==> config.mk <==
export PLATFORM = sky130hd
export DESIGN_NAME = cpu_datapath
export DESIGN_NICKNAME = d
export VERILOG_FILES = /design/src/rtl/lc3b_types.sv /design/src/rtl/cpu_datapath.sv /design/src/rtl/writeback_module.sv /design/src/rtl/memory_module.sv /design/src/rtl/execution_module.sv /design/src/rtl/instruction_decode.sv /design/src/rtl/instruction_fetch.sv
export VERILOG_INCLUDE_DIRS = /design/src /design/src/rtl
export SDC_FILE = /design/constraint.sdc
export NUM_CORES = 1
export LEC_CHECK = 0
export BUFFER_PORTS_ARGS = -buffer_cell sky130_fd_sc_hd__buf_2
export CORE_MARGIN = 1.5
export CORE_UTILIZATION = 32
export CTS_CLUSTER_DIAMETER = 60
export DETAILED_ROUTE_END_ITERATION = 8
export HOLD_SLACK_MARGIN = 0.06
export PLACE_DENSITY_LB_ADDON = 0.2
export SKIP_CTS_REPAIR_TIMING = 1
export SLEW_MARGIN = 10
export SYNTH_ARGS = -nofsm -noshare
export SYNTH_HDL_FRONTEND = slang
export SYNTH_SLANG_ARGS = --single-unit
==> constraint.sdc <==
create_clock -name clk -period 4.28 [get_ports clk]
set_input_delay 0.214 -clock clk [delete_from_list [all_inputs] [get_ports clk]]
set_output_delay 0.214 -clock clk [all_outputs]
set_load 0.005 [all_outputs]
==> src/rtl/lc3b_consts.svh <==
`ifndef LC3B_CONSTS_SVH
`define LC3B_CONSTS_SVH

// first fetch address out of reset
`define LC3B_RESET_PC 16'h0000

// BR with nzp = 000, never taken
`define LC3B_NOP_WORD 16'h0000

// general purpose registers R0..R7
`define LC3B_NUM_REGS 8

`endif
==> src/rtl/lc3b_types.sv <==
package lc3b_types;

	typedef logic [15:0] lc3b_word;
	typedef logic [2:0] lc3b_reg;

	// LC-3b encodings of the opcodes handled here
	typedef enum logic [3:0] {
		op_br  = 4'b0000,
		op_add = 4'b0001,
		op_and = 4'b0101,
		op_ldr = 4'b0110,
		op_str = 4'b0111,
		op_not = 4'b1001,
		op_lea = 4'b1110
	} lc3b_opcode;

	typedef enum logic [1:0] {
		alu_add,
		alu_and,
		alu_not,
		alu_pass  // forwards the pc-relative adder
	} lc3b_aluop;

	typedef struct packed {
		logic       valid;
		lc3b_opcode opcode;
		lc3b_aluop  aluop;
		logic       use_imm;  // imm5 or offset6 in place of sr2
		lc3b_reg    dest;
		logic       regfile_load;
		logic       load_cc;
		logic       mem_read;
		logic       mem_write;
		logic [2:0] br_nzp;
	} lc3b_control;

	// common part of every pipeline register
	typedef struct packed {
		lc3b_word    ir;
		lc3b_word    pc;
		lc3b_control cw;
	} lc3b_stage;

endpackage : lc3b_types

==> src/rtl/cpu_datapath.sv <==
`timescale 1ns/100ps

module cpu_datapath import lc3b_types::*; (
	input  logic        clk,
	input  logic        rst_n,
	output lc3b_word    mem_addr1,
	output logic        mem_read1,
	input  lc3b_word    mem_rdata1,
	output lc3b_word    mem_addr2,
	output logic        mem_read2,
	output logic        mem_write2,
	input  lc3b_word    mem_rdata2,
	output lc3b_word    mem_wdata2
);

	lc3b_stage if_stage;
	lc3b_stage id_stage;
	lc3b_stage ex_stage;
	lc3b_stage mem_stage;
	lc3b_word  sr1;
	lc3b_word  sr2;
	lc3b_word  ex_alu;
	lc3b_word  store_data;
	lc3b_word  mem_alu;
	lc3b_word  mdr;
	logic      stall;
	logic      wb_load;
	lc3b_reg   wb_dest;
	lc3b_word  wb_data;
	logic      branch_enable;  // also the flush for every stage
	lc3b_word  br_target;

	instruction_fetch if_logic (
		.clk(clk), .rst_n(rst_n), .stall(stall), .branch_enable(branch_enable),
		.br_target(br_target), .mem_addr1(mem_addr1), .mem_read1(mem_read1),
		.mem_rdata1(mem_rdata1), .if_stage(if_stage)
	);

	instruction_decode id_logic (
		.clk(clk), .rst_n(rst_n), .if_stage(if_stage), .branch_enable(branch_enable),
		.wb_load(wb_load), .wb_dest(wb_dest), .wb_data(wb_data), .stall(stall),
		.id_stage(id_stage), .sr1(sr1), .sr2(sr2)
	);

	execution_module ex_module (
		.clk(clk), .rst_n(rst_n), .id_stage(id_stage), .sr1(sr1), .sr2(sr2),
		.branch_enable(branch_enable), .ex_stage(ex_stage), .alu(ex_alu),
		.store_data(store_data)
	);

	memory_module mem_module (
		.clk(clk), .rst_n(rst_n), .ex_stage(ex_stage), .alu(ex_alu),
		.store_data(store_data), .branch_enable(branch_enable), .mem_addr2(mem_addr2),
		.mem_read2(mem_read2), .mem_write2(mem_write2), .mem_wdata2(mem_wdata2),
		.mem_rdata2(mem_rdata2), .mem_stage(mem_stage), .mem_alu(mem_alu), .mdr(mdr)
	);

	writeback_module wb_module (
		.clk(clk), .rst_n(rst_n), .mem_stage(mem_stage), .mem_alu(mem_alu), .mdr(mdr),
		.wb_load(wb_load), .wb_dest(wb_dest), .wb_data(wb_data),
		.branch_enable(branch_enable), .br_target(br_target)
	);

endmodule : cpu_datapath

==> src/rtl/writeback_module.sv <==
`timescale 1ns/100ps

module writeback_module import lc3b_types::*; (
	input  logic        clk,
	input  logic        rst_n,
	input  lc3b_stage   mem_stage,
	input  lc3b_word    mem_alu,
	input  lc3b_word    mdr,
	output logic        wb_load,
	output lc3b_reg     wb_dest,
	output lc3b_word    wb_data,
	output logic        branch_enable,
	output lc3b_word    br_target
);

	logic [2:0] cc;       // n z p
	logic [2:0] cc_next;

	assign wb_data = (mem_stage.cw.opcode == op_ldr) ? mdr : mem_alu;
	assign wb_load = mem_stage.cw.valid && mem_stage.cw.regfile_load;
	assign wb_dest = mem_stage.cw.dest;

	always_comb begin
		if (wb_data[15])
			cc_next = 3'b100;
		else if (wb_data == 16'h0000)
			cc_next = 3'b010;
		else
			cc_next = 3'b001;
	end

	always_ff @(posedge clk or negedge rst_n) begin
		if (!rst_n)
			cc <= 3'b010;
		else if (mem_stage.cw.valid && mem_stage.cw.load_cc)
			cc <= cc_next;
	end

	// resolved here, flushes everything younger
	assign branch_enable = mem_stage.cw.valid && (mem_stage.cw.opcode == op_br) &&
		|(mem_stage.cw.br_nzp & cc);
	assign br_target = mem_alu;

endmodule : writeback_module

==> src/rtl/memory_module.sv <==
`timescale 1ns/100ps

module memory_module import lc3b_types::*; (
	input  logic        clk,
	input  logic        rst_n,
	input  lc3b_stage   ex_stage,
	input  lc3b_word    alu,
	input  lc3b_word    store_data,
	input  logic        branch_enable,
	output lc3b_word    mem_addr2,
	output logic        mem_read2,
	output logic        mem_write2,
	output lc3b_word    mem_wdata2,
	input  lc3b_word    mem_rdata2,
	output lc3b_stage   mem_stage,
	output lc3b_word    mem_alu,
	output lc3b_word    mdr
);

	lc3b_control wb_cw;
	lc3b_word    wb_ir;
	lc3b_word    wb_pc;
	lc3b_word    alu_q;
	lc3b_word    mdr_q;

	// data port, same-cycle response
	assign mem_addr2 = alu;
	assign mem_wdata2 = store_data;
	// slot right behind a taken branch is squashed here
	assign mem_read2 = ex_stage.cw.valid && ex_stage.cw.mem_read && !branch_enable;
	assign mem_write2 = ex_stage.cw.valid && ex_stage.cw.mem_write && !branch_enable;

	always_ff @(posedge clk or negedge rst_n) begin
		if (!rst_n)
			wb_cw <= '0;
		else
			wb_cw <= branch_enable ? '0 : ex_stage.cw;
	end

	always_ff @(posedge clk) begin
		wb_ir <= ex_stage.ir;
		wb_pc <= ex_stage.pc;
		alu_q <= alu;
		mdr_q <= mem_rdata2;
	end

	assign mem_stage = '{ir: wb_ir, pc: wb_pc, cw: wb_cw};
	assign mem_alu = alu_q;
	assign mdr = mdr_q;

endmodule : memory_module

==> src/rtl/execution_module.sv <==
`timescale 1ns/100ps

module execution_module import lc3b_types::*; (
	input  logic        clk,
	input  logic        rst_n,
	input  lc3b_stage   id_stage,
	input  lc3b_word    sr1,
	input  lc3b_word    sr2,
	input  logic        branch_enable,
	output lc3b_stage   ex_stage,
	output lc3b_word    alu,
	output lc3b_word    store_data
);

	lc3b_word    imm5;
	lc3b_word    offset6;
	lc3b_word    offset9;
	lc3b_word    pc_target;
	lc3b_word    operand_b;
	lc3b_word    alu_result;
	lc3b_control ex_cw;
	lc3b_word    ex_ir;
	lc3b_word    ex_pc;
	lc3b_word    alu_q;
	lc3b_word    store_q;

	assign imm5 = {{11{id_stage.ir[4]}}, id_stage.ir[4:0]};
	assign offset6 = {{9{id_stage.ir[5]}}, id_stage.ir[5:0], 1'b0};  // word offset
	assign offset9 = {{6{id_stage.ir[8]}}, id_stage.ir[8:0], 1'b0};

	// LEA and BR are relative to the incremented pc
	assign pc_target = id_stage.pc + 16'd2 + offset9;

	always_comb begin
		if (!id_stage.cw.use_imm)
			operand_b = sr2;
		else if (id_stage.cw.opcode == op_ldr || id_stage.cw.opcode == op_str)
			operand_b = offset6;
		else
			operand_b = imm5;
	end

	always_comb begin
		case (id_stage.cw.aluop)
			alu_add: alu_result = sr1 + operand_b;
			alu_and: alu_result = sr1 & operand_b;
			alu_not: alu_result = ~sr1;
			default: alu_result = pc_target;
		endcase
	end

	always_ff @(posedge clk or negedge rst_n) begin
		if (!rst_n)
			ex_cw <= '0;
		else
			ex_cw <= branch_enable ? '0 : id_stage.cw;
	end

	always_ff @(posedge clk) begin
		ex_ir <= id_stage.ir;
		ex_pc <= id_stage.pc;
		alu_q <= alu_result;
		store_q <= sr2;  // STR source register
	end

	assign ex_stage = '{ir: ex_ir, pc: ex_pc, cw: ex_cw};
	assign alu = alu_q;
	assign store_data = store_q;

endmodule : execution_module

==> src/rtl/instruction_decode.sv <==
`timescale 1ns/100ps
`include "lc3b_consts.svh"

module instruction_decode import lc3b_types::*; (
	input  logic        clk,
	input  logic        rst_n,
	input  lc3b_stage   if_stage,
	input  logic        branch_enable,
	input  logic        wb_load,
	input  lc3b_reg     wb_dest,
	input  lc3b_word    wb_data,
	output logic        stall,
	output lc3b_stage   id_stage,
	output lc3b_word    sr1,
	output lc3b_word    sr2
);

	lc3b_word    regs [`LC3B_NUM_REGS];
	lc3b_opcode  opcode;
	lc3b_control dec_cw;
	lc3b_reg     sr1_idx;
	lc3b_reg     sr2_idx;
	logic        reads_sr1;
	logic        reads_sr2;
	logic        is_br;
	logic        raw_hazard;
	logic        cc_hazard;
	lc3b_word    sr1_val;
	lc3b_word    sr2_val;
	lc3b_word    id_ir;
	lc3b_word    id_pc;
	lc3b_control id_cw;
	lc3b_control exm_cw;   // copy of what execute holds in EX/MEM
	lc3b_word    sr1_q;
	lc3b_word    sr2_q;

	function automatic logic writes_reg(lc3b_control cw, lc3b_reg r);
		return cw.valid && cw.regfile_load && (cw.dest == r);
	endfunction

	assign opcode = lc3b_opcode'(if_stage.ir[15:12]);

	// control ROM
	always_comb begin
		dec_cw = '0;
		dec_cw.valid = if_stage.cw.valid;
		dec_cw.opcode = opcode;
		case (opcode)
			op_add, op_and: begin
				dec_cw.aluop = (opcode == op_add) ? alu_add : alu_and;
				dec_cw.use_imm = if_stage.ir[5];
				dec_cw.dest = if_stage.ir[11:9];
				dec_cw.regfile_load = 1'b1;
				dec_cw.load_cc = 1'b1;
			end
			op_not: begin
				dec_cw.aluop = alu_not;
				dec_cw.dest = if_stage.ir[11:9];
				dec_cw.regfile_load = 1'b1;
				dec_cw.load_cc = 1'b1;
			end
			op_ldr: begin
				dec_cw.aluop = alu_add;  // base + offset6
				dec_cw.use_imm = 1'b1;
				dec_cw.dest = if_stage.ir[11:9];
				dec_cw.regfile_load = 1'b1;
				dec_cw.load_cc = 1'b1;
				dec_cw.mem_read = 1'b1;
			end
			op_str: begin
				dec_cw.aluop = alu_add;
				dec_cw.use_imm = 1'b1;
				dec_cw.mem_write = 1'b1;
			end
			op_lea: begin
				dec_cw.aluop = alu_pass;
				dec_cw.dest = if_stage.ir[11:9];
				dec_cw.regfile_load = 1'b1;
			end
			op_br: begin
				dec_cw.aluop = alu_pass;  // target from pc adder
				dec_cw.br_nzp = if_stage.ir[11:9];
			end
			default: dec_cw.aluop = alu_pass;  // unsupported, no side effects
		endcase
	end

	// source operands
	assign sr1_idx = if_stage.ir[8:6];
	assign sr2_idx = (opcode == op_str) ? if_stage.ir[11:9] : if_stage.ir[2:0];
	assign reads_sr1 = (opcode == op_add) || (opcode == op_and) || (opcode == op_not) ||
		(opcode == op_ldr) || (opcode == op_str);
	assign reads_sr2 = (((opcode == op_add) || (opcode == op_and)) && !if_stage.ir[5]) ||
		(opcode == op_str);
	assign is_br = (opcode == op_br);

	// writeback result bypassed into the read
	assign sr1_val = (wb_load && wb_dest == sr1_idx) ? wb_data : regs[sr1_idx];
	assign sr2_val = (wb_load && wb_dest == sr2_idx) ? wb_data : regs[sr2_idx];

	// interlock against producers in EX and MEM
	assign raw_hazard = (reads_sr1 && (writes_reg(id_cw, sr1_idx) || writes_reg(exm_cw, sr1_idx))) ||
		(reads_sr2 && (writes_reg(id_cw, sr2_idx) || writes_reg(exm_cw, sr2_idx)));
	assign cc_hazard = is_br && ((id_cw.valid && id_cw.load_cc) || (exm_cw.valid && exm_cw.load_cc));
	assign stall = if_stage.cw.valid && !branch_enable && (raw_hazard || cc_hazard);

	always_ff @(posedge clk) begin
		if (wb_load)
			regs[wb_dest] <= wb_data;
	end

	always_ff @(posedge clk or negedge rst_n) begin
		if (!rst_n) begin
			id_cw <= '0;
			exm_cw <= '0;
		end else if (branch_enable) begin
			id_cw <= '0;
			exm_cw <= '0;
		end else begin
			id_cw <= stall ? '0 : dec_cw;  // bubble on stall
			exm_cw <= id_cw;
		end
	end

	always_ff @(posedge clk) begin
		id_ir <= (stall || branch_enable) ? `LC3B_NOP_WORD : if_stage.ir;
		id_pc <= if_stage.pc;
		sr1_q <= sr1_val;
		sr2_q <= sr2_val;
	end

	assign id_stage = '{ir: id_ir, pc: id_pc, cw: id_cw};
	assign sr1 = sr1_q;
	assign sr2 = sr2_q;

endmodule : instruction_decode

==> src/rtl/instruction_fetch.sv <==
`timescale 1ns/100ps
`include "lc3b_consts.svh"

module instruction_fetch import lc3b_types::*; (
	input  logic        clk,
	input  logic        rst_n,
	input  logic        stall,
	input  logic        branch_enable,
	input  lc3b_word    br_target,
	output lc3b_word    mem_addr1,
	output logic        mem_read1,
	input  lc3b_word    mem_rdata1,
	output lc3b_stage   if_stage
);

	lc3b_word    pc;
	lc3b_word    pc_next;
	logic        run;       // set one cycle after reset release
	lc3b_control fetch_cw;
	lc3b_word    if_ir;
	lc3b_word    if_pc;
	lc3b_control if_cw;

	always_comb begin
		pc_next = pc;
		if (branch_enable)
			pc_next = br_target;  // redirect wins over stall
		else if (run && !stall)
			pc_next = pc + 16'd2;
	end

	always_comb begin
		fetch_cw = '0;
		fetch_cw.valid = run;
	end

	always_ff @(posedge clk or negedge rst_n) begin
		if (!rst_n) begin
			run <= 1'b0;
			pc <= `LC3B_RESET_PC;
			if_ir <= `LC3B_NOP_WORD;
			if_cw <= '0;
		end else begin
			run <= 1'b1;
			pc <= pc_next;
			if (branch_enable) begin
				if_ir <= `LC3B_NOP_WORD;  // flush
				if_cw <= '0;
			end else if (!stall) begin
				if_ir <= mem_rdata1;
				if_cw <= fetch_cw;
			end
		end
	end

	always_ff @(posedge clk) begin
		if (!stall)
			if_pc <= pc;  // pc of the fetched word, not pc+2
	end

	assign mem_addr1 = pc;
	assign mem_read1 = run;
	assign if_stage = '{ir: if_ir, pc: if_pc, cw: if_cw};

endmodule : instruction_fetch

* Word-level counts from Yosys, hierarchy flattened
Memories as Yosys holds them, arrays and structs flattened. A register that Yosys moved wholly into a read port is not among the register bits. Cells that the tools add are included.
Operators by class: add/sub/neg operators 4, multiplexer cells 27, bitwise logic cells 3, reduce and logical (&&, ||, !) cells 48, equality and inequality tests 16
Operator list (count):
- 16-bit 2-to-1 mux | 7
- 18-bit 2-to-1 mux | 6
- 16-bit one-hot mux with 3 select lines | 1
- 16-bit adder | 2
- 16-bit by 2-bit adder with 16-bit output, second input constant | 2
- 4-bit by 3-bit equality test with 1-bit output, second input constant | 6
- 1-bit logical AND | 23
- 16-bit bitwise AND | 1
- 16-bit zero test | 1
- 16-bit NOT | 1
- 3-bit equality test | 4
- 1-bit logical OR | 12
- 3-bit 2-to-1 mux | 3
- 4-bit equality test, second input constant | 2
- 4-bit zero test | 2
- 1-bit 2-to-1 mux | 6
- 2-bit one-hot mux with 3 select lines | 1
- 5-bit OR reduction | 1
- 4-bit by 1-bit equality test with 1-bit output, second input constant | 1
- 4-bit 2-to-1 mux | 1
- 2-bit OR reduction | 2
- 4-bit OR reduction | 1
- 3-bit bitwise AND | 1
- 1-bit zero test | 3
- other kinds (8) | 8
Storage, ports and cells: logic and storage cells 137, memories kept 1, RAM bits 128, flip-flop bits (word level) 191
Memory list:
- id_logic.regs | words 8, width 16, read ports 2, clocked after Yosys merged registers in 2, wr ports 1, RTL line instruction_decode.sv:18 | lc3b_word regs [`LC3B_NUM_REGS];

* Longest topological paths before layout
Gate-level depths: netlist of the first run.
depth in word-level cells 13, mapped depth 17, depth with buffers taken out 15

* Hierarchy
A second synthesis of the first run with hierarchy kept.
Second synthesis, totals: cells, all modules 1253, area total of the unflattened synthesis 17087.6 µm²
By module, submodules not included:
- instruction_decode | area each 7947.6 µm², times used 1, sequential area each 5205.0 µm², cells each 442
- execution_module | area each 4057.6 µm², times used 1, sequential area each 1731.7 µm², cells each 406
- instruction_fetch | area each 2364.8 µm², times used 1, sequential area each 1331.3 µm², cells each 204
- memory_module | area each 2118.3 µm², times used 1, sequential area each 1731.7 µm², cells each 136
- writeback_module | area each 599.3 µm², times used 1, sequential area each 76.3 µm², cells each 65

* Worst setup path after synthesis of the first run
No wires, ideal clock.
kind flip-flop to flip-flop, start reg with a tool-made name, end reg ex_module.alu_q[15] (netlist: ex_module.alu[15]), library setup time 0.137 ns, data required time 4.143 ns, path buffers 2, period minus slack after synthesis 3.939 ns, stages on the path, launching flop included 15, slack 0.341 ns, data arrival time 3.802 ns, cells stage by stage dfxtp_1 > clkbuf_1 > buf_1 > mux4_2 > mux2_2 > o21a_1 > ha_1 > and3_1 > and3_1 > a211oi_1 > a21oi_1 > a221oi_1 > xnor2_1 > mux2i_1 > o221ai_1
RTL lines:
- end signal: assignment | RTL line execution_module.sv:62 | alu_q <= alu_result;
- end: declaration | RTL line execution_module.sv:24 | lc3b_word alu_q;

==> summary.txt, run 1 <==
Route
  – DRT Wirelength: 37.1 mm
  – Post-DRT Antenna Nets: 0
  – Detailed-router iteration count before antenna repair: 6
  – DRC violations left: 0
  – Total number of vias: 8793
  – DR WL/cell: roughly 21 µm
  – Iteration-0 DRC Markers: 505
  – Vias per cell: about 5.0

Place
  – Placed wire-length estimate: 25.8 mm
  – IO buf count: between 80 and 90
  – Gpl congestion: 0.850

GRT
  – Largest net degree at the start of global routing: between 40 and 50
  – First-pass GRT wire length: between 50 and 60 mm
  – Vias in the first global route: 8953
  – Total track usage: 16.5%
  – Initial antenna violation count: 1
  – Grt total ovfl: 0

Worst setup path
  – Endpoint type of the worst setup path: flop
  – CP Class: reg -> reg
  – R2R cell count: 14
  – Worst endpoint required time: 4.64 ns
  – Worst-path fanout max: 20
  – Critical Path AT: 4.29 ns
  – Flop-to-flop setup slack: between 0.3 and 0.4 ns
  – CP Launch Type: flop
  – Critical R2R Capture: ex_module.alu[15]

Power
  – Pwr dens: ~550 nW/µm²
  – Final Power: 9.26 mW
  – Lkg Pwr: 6.60 nW
  – VDD IR max: 0.249 mV

Timing
  – Final Skew: 0.0253 ns
  – Setup TNS: 0 ns
  – Final slew viol count: 0
  – FMAX: 254 MHz
  – Final hold vios: 0
  – Slew @ Worst Pin: 0.981 ns
  – Final worst-path cycle share: 91.8%
  – RSZ-0062 raised after global routing: false
  – Worst slew margin: 34.6%
  – Min Tclk post-route: roughly 3.9 ns
  – Finish-stage setup viols: 0

Synthesis
  – Top cells by area, synth: edfxtp_1 30%, dfrtp_1 14%, dfxtp_1 13%, mux4_2 11%, ha_1 4.0%
  – Mapped Area: 14200 µm²
  – Main synth FF type: edfxtp_1
  – Top-area cell type share of the netlist area: 30.5%
  – Synth area leader: edfxtp_1
  – Seq/Total Area, Yosys: 58.5%
  – Synth Warn #: 0
  – Post-Syn Instances: 1017
  – Synth Area per Inst: ~14 µm²
  – Syn Nets: between 1000 and 1500
  – Post-synth ARST share: 25.8%
  – Cell variety after synth: around 70
  – Post-synth EDFFs: approximately 140
  – Yosys reg bits: 322

Hold path
  – Worst Hold Class: in -> async

Clocking
  – CTS tree: built
  – Clk Latency, worst-skew pair: 0.54 ns
  – Clock Tree Root: clkbuf_16
  – Clock buffer depth: 3
  – Worst-path clk slew: 0.06 ns
  – Total CTS buffers: 38
  – CTS Sinks: 322
  – H-tree levels: 2

Finish
  – Final #Nets: 1235
  – Antenna diode count: 0
  – Final core occ: 38.9%
  – Layout area overhead: 19.1%
  – Share of cells above drive strength 1: 25.9%

Die
  – Core Region: 43500 µm²
  – Top Ports: 85
  – Row count: 76
  – Initial core utilization: 32.7%
  – Die Wd: 214 µm
  – Die height: 214 µm
  – Full die area: 45600 µm²

Run
  – Max cap viols: 0

Status
  – Run status: finished clean
==> worst max path at each step <==
stage                              endpoint  from  slack [ns]
after floorplan           ex_module.alu[15]  flop        0.34
after global placement    ex_module.alu[15]  flop        0.35
after detailed placement  ex_module.alu[15]  flop        0.30
after CTS                 ex_module.alu[15]  flop        0.27
after global routing      ex_module.alu[15]  flop        0.02
final                     ex_module.alu[15]  flop        0.35
==> stage by stage <==
stage	instances	hold WS, ns	instance area (µm²)	setup WS (ns)
finish	1769	0.173	16900	0.351
global placement	1666	0.200	15400	0.350
floorplan	1017	-0.0816	14200	0.341
CTS	1736	-0.368	16600	0.274
global route	1769	0.218	16900	0.0175
detailed placement	1666	0.205	15400	0.304
==> placed cells by master, fill, tap and decap left out, drive strengths merged, types with 45 or more instances in the layout <==
master | synthesis | routed
dfrtp | 82 | 82
o21ai | 45 | 45
clkbuf | 30 | 53
edfxtp | 144 | 144
ha | 45 | 45
nand2 | 61 | 61
dfxtp | 95 | 95
buf | 18 | 112
mux2 | 50 | 50
mux4 | 68 | 68
==> where the power goes <==
group | total [mW] | internal [mW] | switching, mW
Combinational | 2.08 | 0.944 | 1.14
Sequential | 4.16 | 3.80 | 0.358
Clock | 3.02 | 1.73 | 1.29
Total | 9.26 | 6.47 | 2.79
==> layout make-up <==
type,instances,area [µm²]
inverter,25,93.8
fill,4136,26600
timing repair buffer,145,1010
clock inverter,17,109
sequential,322,8310
multi-input combinational,622,5600
tap,585,732
clock buffer,53,1050
==> registers in the layout, summed over array words and instances, names as in the netlist, 3 cells and up, named ones only <==
| signal | cells |
|---|---|
| id_logic.id_ir | 9 |
| id_logic.id_stage | 18 |
| ex_module.ex_stage | 15 |
| wb_module.cc | 3 |
| ex_module.store_data | 16 |
| mem_module.mem_alu | 16 |
| if_logic.if_ir | 16 |
| ex_module.alu | 16 |
| id_logic.regs | 128 |
| id_logic.id_pc | 16 |
| mem_module.mdr | 16 |
| if_logic.if_pc | 16 |
| mem_module.mem_stage | 13 |
| if_logic.mem_addr1 | 16 |
==> critical path, cell delays in order (launching register included) <==
cell      delay [ns]
dfxtp_2         0.49
buf_12          0.25
mux4_2          0.52
mux2_2          0.29
nor2_1          0.10
a31oi_1         0.05
ha_1            0.34
o21ai_0         0.27
o21ai_0         0.21
a211oi_2        0.29
a21oi_1         0.18
a221oi_1        0.37
xnor2_1         0.10
mux2i_1         0.13
o221ai_1        0.14
==> Yosys cell counts (all sizes together), types with 14 or more instances <==
cell type	count
xor2	14
nor2	44
a22o	14
xnor2	31
dfxtp	95
a21oi	30
edfxtp	144
o21ai	45
clkbuf	30
o21a	15
dfrtp	82
and2	21
nor2b	34
mux4	68
buf	18
nand2	61
inv	25
ha	45
nor3	18
mux2	50
==> layer usage <==
layer  track usage [%]  up-vias  wire length, µm
met4              5.44        2             1010
met2              26.4      207            17200
li1                  -     4089                -
met5                 0        -               13
met3              3.05       60             1900
met1              22.6     4435            16900
==> cells by family (layout without fill, tap and decap cells) <==
group	Yosys count	in the layout	share of synthesized area, %
AOI/OAI and AO/OA	158	158	7.55
other	1	1	0.0264
adders and majority gates	47	47	4.25
buffers and inverters	73	240	2.18
DFF	322	322	58.5
and+or+nand+nor	241	241	9.11
xor gates and xnor gates	45	45	2.78
muxes	130	130	15.6
Note: power is estimated with default switching activity, not from simulation.
==> run 2, diff against run 1 <==
--- a/config.mk
+++ b/config.mk
@@ -7,6 +7,8 @@
 export NUM_CORES = 1
 export LEC_CHECK = 0
 export BUFFER_PORTS_ARGS = -buffer_cell sky130_fd_sc_hd__buf_2
+export CELL_PAD_IN_SITES_DETAIL_PLACEMENT = 0
+export CELL_PAD_IN_SITES_GLOBAL_PLACEMENT = 2
 export CORE_MARGIN = 1.5
 export CORE_UTILIZATION = 32
 export CTS_CLUSTER_DIAMETER = 60
@@ -17,4 +19,5 @@
 export SLEW_MARGIN = 10
 export SYNTH_ARGS = -nofsm -noshare
 export SYNTH_HDL_FRONTEND = slang
+export SYNTH_HIERARCHICAL = 1
 export SYNTH_SLANG_ARGS = --single-unit
==> constraint.sdc (replaced) <==
create_clock -name clk -period 4.6 [get_ports clk]
set_input_delay 0.23 -clock clk [delete_from_list [all_inputs] [get_ports clk]]
set_output_delay 0.23 -clock clk [all_outputs]
set_load 0.005 [all_outputs]
==> run 2 against run 1 <==
Global-route usage up 0.67 points. Critical path type unchanged. Wire length up 12%. Count of clock-buffer cells in the layout down 4. Clock power about the same. Die area up 7.3%. Final cell count up 5.1%. Largest cell class unchanged.
==> summary.txt, run 2 <==
Clocking
  – Total CTS buffers: 41
  – Clock buffer depth: 3
  – H-tree levels: 2
  – Clock Tree Root: clkbuf_16
  – CTS Sinks: 328
  – Clk Latency, worst-skew pair: 0.56 ns
  – Worst-path clk slew: 0.06 ns
  – CTS tree: built

Timing
  – Final hold vios: 0
  – FMAX: 263 MHz
  – RSZ-0062 raised after global routing: false
  – Final slew viol count: 0
  – Slew @ Worst Pin: 1.19 ns
  – Min Tclk post-route: between 3 and 4 ns
  – Finish-stage setup viols: 0
  – Worst setup margin: 0.801 ns
  – Worst slew margin: 20.6%
  – Setup TNS: 0 ns
  – Final Skew: 0.0209 ns
  – Final worst-path cycle share: 82.6%

Route
  – DRC violations left: 0
  – DR WL/cell: 22.3 µm
  – Post-DRT Antenna Nets: 0
  – Total number of vias: 9375
  – Vias per cell: 5.04
  – Iteration-0 DRC Markers: 548
  – DRT Wirelength: 41.5 mm
  – Detailed-router iteration count before antenna repair: 4

Die
  – Top Ports: 85
  – Die height: approximately 220 µm
  – Die Wd: 221 µm
  – Row count: 79
  – Full die area: 49000 µm²
  – Initial core utilization: 32.6%
  – Core Region: 46800 µm²

Worst setup path
  – CP Buf/Inv Count: 1
  – Critical Path AT: between 4 and 5 ns
  – Critical-path cell list: buf_4 > mux4_2 > mux2_2 > o21a_1 > ha_1 > a21oi_1 > o21ai_0 > a221oi_1 > o31a_1 > xnor2_1 > a211o_1
  – Max incr delay on CP: 0.88 ns
  – Crit path max-delay family: compound AO/OA/AOI/OAI gates
  – Worst-path fanout max: 15
  – Worst endpoint required time: around 5 ns
  – CP Class: reg -> reg
  – CP Launch Type: flop
  – Endpoint type of the worst setup path: flop
  – Critical-path top delay cell: dfxtp_1

Finish
  – Final core occ: 37.6%
  – Final #Nets: 1300
  – Most common cell after layout, fill and taps aside: edfxtp_1
  – Largest Register: id_logic/regs
  – Max FFs per register: ~130
  – Layout area overhead: 15.2%
  – Most frequent cells in the layout: 144 x edfxtp_1, 93 x dfxtp_1, 88 x dfrtp_1, 83 x buf_2, 68 x mux4_2
  – Share of cells above drive strength 1: 25.9%
  – Layout Cells excl Fill: between 1500 and 2000

Power
  – Internal: 5.90 mW
  – Sw Share: around 30%
  – Lkg Pwr: 6.86 nW
  – VDD IR max: 0.228 mV
  – Pwr dens: approximately 480 nW/µm²
  – Comb power frac: between 10% and 20%
  – Clock Power Share: 35.7%
  – Sequential share of power: 46.1%
  – Sw power: 2.53 mW

Place
  – Placed wire-length estimate: between 20 and 30 mm
  – IO buf count: 84
  – Gpl congestion: 0.843
  – Placed insts: approximately 1800
  – Pre-CTS WS: 0.745 ns

Synthesis
  – Synth Area per Inst: between 10 and 15 µm²
  – Mapped Area: between 15000 and 20000 µm²
  – Post-Syn Instances: ~1100
  – Syn Nets: roughly 1200
  – Synth Warn #: 6

GRT
  – Largest net degree at the start of global routing: 49
  – Grt total ovfl: 0
  – Vias in the first global route: 9673
  – Initial antenna violation count: 0
  – Total track usage: 17.2%
  – First-pass GRT wire length: 62.3 mm

Run
  – Max cap viols: 0

Hold path
  – Worst Hold Class: in -> async

Status
  – Run status: finished clean
## run 2: worst reg2reg max path, cell delays in order, from the launching register on
cell and delay [ns]:
dfxtp_1 0.88, buf_4 0.36, mux4_2 0.32, mux2_2 0.31, o21a_1 0.18, ha_1 0.38, a21oi_1 0.27, o21ai_0 0.15
a221oi_1 0.28, o31a_1 0.20, xnor2_1 0.07, a211o_1 0.28
## run 2: power groups by stage
stage	clock network [mW]	logic (mW)	registers (mW)
after floorplan	0	1.26	3.70
after global placement	0	1.53	3.96
after detailed placement	0	1.53	3.95
after CTS	3.10	1.54	3.90
after global routing	3.22	1.71	3.92
final	3.01	1.54	3.89
## run 2: final cells by class
cell class | instances | area, µm²
timing repair buffer | 142 | 953
tap | 607 | 759
inverter | 30 | 113
antenna | 1 | 2.50
fill | 4553 | 29200
multi-input combinational | 676 | 6010
sequential | 328 | 8460
clock buffer | 49 | 1080
clock inverter | 27 | 189
## run 2: per-stage QoR
stage	total power, mW	instance area (µm²)	hold WS, ns
CTS	8.54	17200	-0.334
global placement	5.50	16000	0.275
global route	8.85	17600	0.258
detailed placement	5.48	16000	0.268
finish	8.44	17600	0.211
floorplan	4.96	15200	-0.0656
## run 2: final timing paths
path / cells after the start / slack [ns] / startpoint / end
worst max-delay path: 11 / 0.80 / flop / ex_module/alu[14]
max in group asynchronous: 3 / 3.34 / rst_n / ex_module/ex_stage[9]
worst max register to register: 11 / 0.80 / flop / ex_module/alu[14]
worst min-delay path: 2 / 0.21 / rst_n / if_logic/if_ir[12]
worst min register to register: 0 / 0.34 / if_logic/if_pc[7] / id_logic/id_pc[7]
min in group clk: 2 / 0.30 / mem_rdata2[11] / mem_module/mdr[11]
## run 2: metal layers
metal	part of all wire, %	global-route usage (%)
met5	0	0
met2	46	27.4
met3	3.4	2.48
met4	2.6	6.01
met1	47	23.9
==> run 3, diff against run 2 <==
==> constraint.sdc (replaced) <==
create_clock -name clk -period 3.7 [get_ports clk]
set_input_delay 0.185 -clock clk [delete_from_list [all_inputs] [get_ports clk]]
set_output_delay 0.185 -clock clk [all_outputs]
set_load 0.005 [all_outputs]
==> run 3 against run 2 <==
Final cell count increased by 0.81%. Combinational power increased by 29%. Via count increased by 0.85%. Critical path type unchanged. Critical endpoint unchanged. Wire length decreased by 0.63%. Highest routed layer unchanged. Global-route usage decreased by 0.22 points. Critical path depth unchanged. Die area unchanged. Largest power group unchanged.
==> summary.txt, run 3 (synthesis gave the netlist of run 2 again) <==
Timing
  – Final hold vios: 0
  – Min Tclk post-route: 3.46 ns
  – RSZ-0062 raised after global routing: false
  – Finish-stage setup viols: 0
  – Worst slew margin: 23.9%
  – FMAX: between 200 and 300 MHz
  – Setup TNS: 0 ns
  – Final slew viol count: 0
  – Final Skew: 0.0255 ns
  – Slew @ Worst Pin: 1.14 ns
  – Final worst-path cycle share: 93.6%

Worst setup path
  – Flop-to-flop setup slack: around 0.24 ns
  – Worst endpoint required time: just over 4 ns
  – Worst Setup EP: ex_module/alu[14]
  – Crit path max-delay family: compound AO/OA/AOI/OAI gates
  – Worst-path fanout max: 18
  – Critical-path top delay cell: mux4_2
  – Max incr delay on CP: 0.51 ns
  – Critical Path Stages: 11
  – Endpoint type of the worst setup path: flop
  – CP Launch Type: flop
  – Critical R2R Capture: ex_module/alu[14]
  – R2R cell count: 11
  – Critical-path cell list: buf_12 > mux4_2 > mux2_2 > nor2_1 > a21oi_1 > ha_1 > a221o_2 > a22oi_1 > o31a_1 > xnor2_1 > a211o_1
  – CP Buf/Inv Count: 1
  – Critical Path AT: about 4 ns
  – CP Class: reg -> reg

Finish
  – Layout area overhead: 17.9%
  – Final #Nets: 1317
  – Most frequent cells in the layout: 144 x edfxtp_1, 93 x dfxtp_1, 88 x dfrtp_1, 83 x buf_2, 68 x mux4_2
  – Largest Register: id_logic/regs
  – Post-route cell area: between 15000 and 20000 µm²
  – Share of cells above drive strength 1: 27.5%
  – Antenna diode count: 0
  – Most common cell after layout, fill and taps aside: edfxtp_1
  – Max FFs per register: 128

Clocking
  – H-tree levels: 2
  – Clock Tree Root: clkbuf_16
  – CTS Sinks: 328
  – Clk Latency, worst-skew pair: approximately 0.57 ns
  – Worst-path clk slew: 0.06 ns
  – CTS tree: built
  – Total CTS buffers: 41
  – Clock buffer depth: 3

Power
  – VDD IR max: ~0.33 mV
  – Sw power: 3.17 mW
  – Clock Power Share: 39.0%
  – Lkg Pwr: about 7.1 nW
  – Pwr dens: 618 nW/µm²
  – Sw Share: between 20% and 30%
  – Internal: 7.93 mW
  – Sequential share of power: 43.2%
  – Comb power frac: 17.8%

Die
  – Top Ports: 85
  – Die Wd: between 200 and 250 µm
  – Die height: around 220 µm
  – Initial core utilization: 32.6%
  – Row count: 79
  – Core Region: 46800 µm²
  – Full die area: roughly 49000 µm²

Route
  – Post-DRT Antenna Nets: 0
  – DRT Wirelength: around 41 mm
  – Total number of vias: 9455
  – Detailed-router iteration count before antenna repair: 4
  – DRC violations left: 0
  – DR WL/cell: between 20 and 25 µm
  – Vias per cell: 5.04
  – Iteration-0 DRC Markers: ~510

Hold path
  – Worst Hold Class: in -> reg

Place
  – Placed Area: 16200 µm²
  – IO buf count: 84
  – Gpl congestion: 0.821
  – Placed wire-length estimate: 29.4 mm

Run
  – Max cap viols: 0

GRT
  – First-pass GRT wire length: between 60 and 70 mm
  – Initial antenna violation count: 0
  – Grt total ovfl: 0
  – Largest net degree at the start of global routing: 89
  – Vias in the first global route: 9623
  – Total track usage: 17.0%

Status
  – Run status: finished clean
[run 3: layer usage]
metal / vias up / global-route usage [%] / share of wire (%)
met5: - / 0 / 0
met3: 70 / 3.40 / 4.2
met4: 0 / 5.61 / 2.9
met2: 200 / 27.3 / 47
met1: 4758 / 22.8 / 46
li1: 4427 / - / -
[run 3: worst min path at each step]
stage | startpoint | endpoint | slack, ns | cells after the start
finish | mem_rdata2[1] | mem_module/mdr[1] | 0.26 | 2
global route | mem_rdata2[12] | mem_module/mdr[12] | 0.24 | 2
CTS | mem_rdata2[0] | mem_module/mdr[0] | -0.32 | 1
detailed placement | mem_rdata2[11] | mem_module/mdr[11] | 0.29 | 1
global placement | mem_rdata2[15] | mem_module/mdr[15] | 0.29 | 1
floorplan | rst_n | ex_module/ex_stage[0] | -0.11 | 0
[run 3: power by group through the flow]
stage	clock (mW)	combinational (mW)	sequential [mW]
finish	4.33	1.98	4.80
global route	4.61	2.19	4.84
CTS	4.44	1.97	4.82
detailed placement	0	1.96	4.89
global placement	0	1.97	4.90
floorplan	0	1.57	4.60
[run 3: metrics by stage]
| stage | power [mW] | hold slack [ns] | worst slack, ns | util (%) | cells |
|---|---|---|---|---|---|
| floorplan | 6.17 | -0.111 | 0.218 | - | 1141 |
| global placement | 6.86 | 0.289 | 0.110 | 34.5 | 1767 |
| detailed placement | 6.85 | 0.289 | 0.161 | 34.5 | 1767 |
| CTS | 11.2 | -0.315 | 0.120 | 37.7 | 1842 |
| global route | 11.6 | 0.243 | 0.0372 | 38.4 | 1875 |
| finish | 11.1 | 0.256 | 0.237 | 38.4 | 1875 |
[run 3: area by class of cell]
| cell class | instances | area, µm² |
|---|---|---|
| inverter | 30 | 113 |
| sequential | 328 | 8460 |
| timing repair buffer | 159 | 1130 |
| fill | 4448 | 28800 |
| clock buffer | 46 | 1110 |
| clock inverter | 29 | 374 |
| multi-input combinational | 676 | 6030 |
| tap | 607 | 759 |
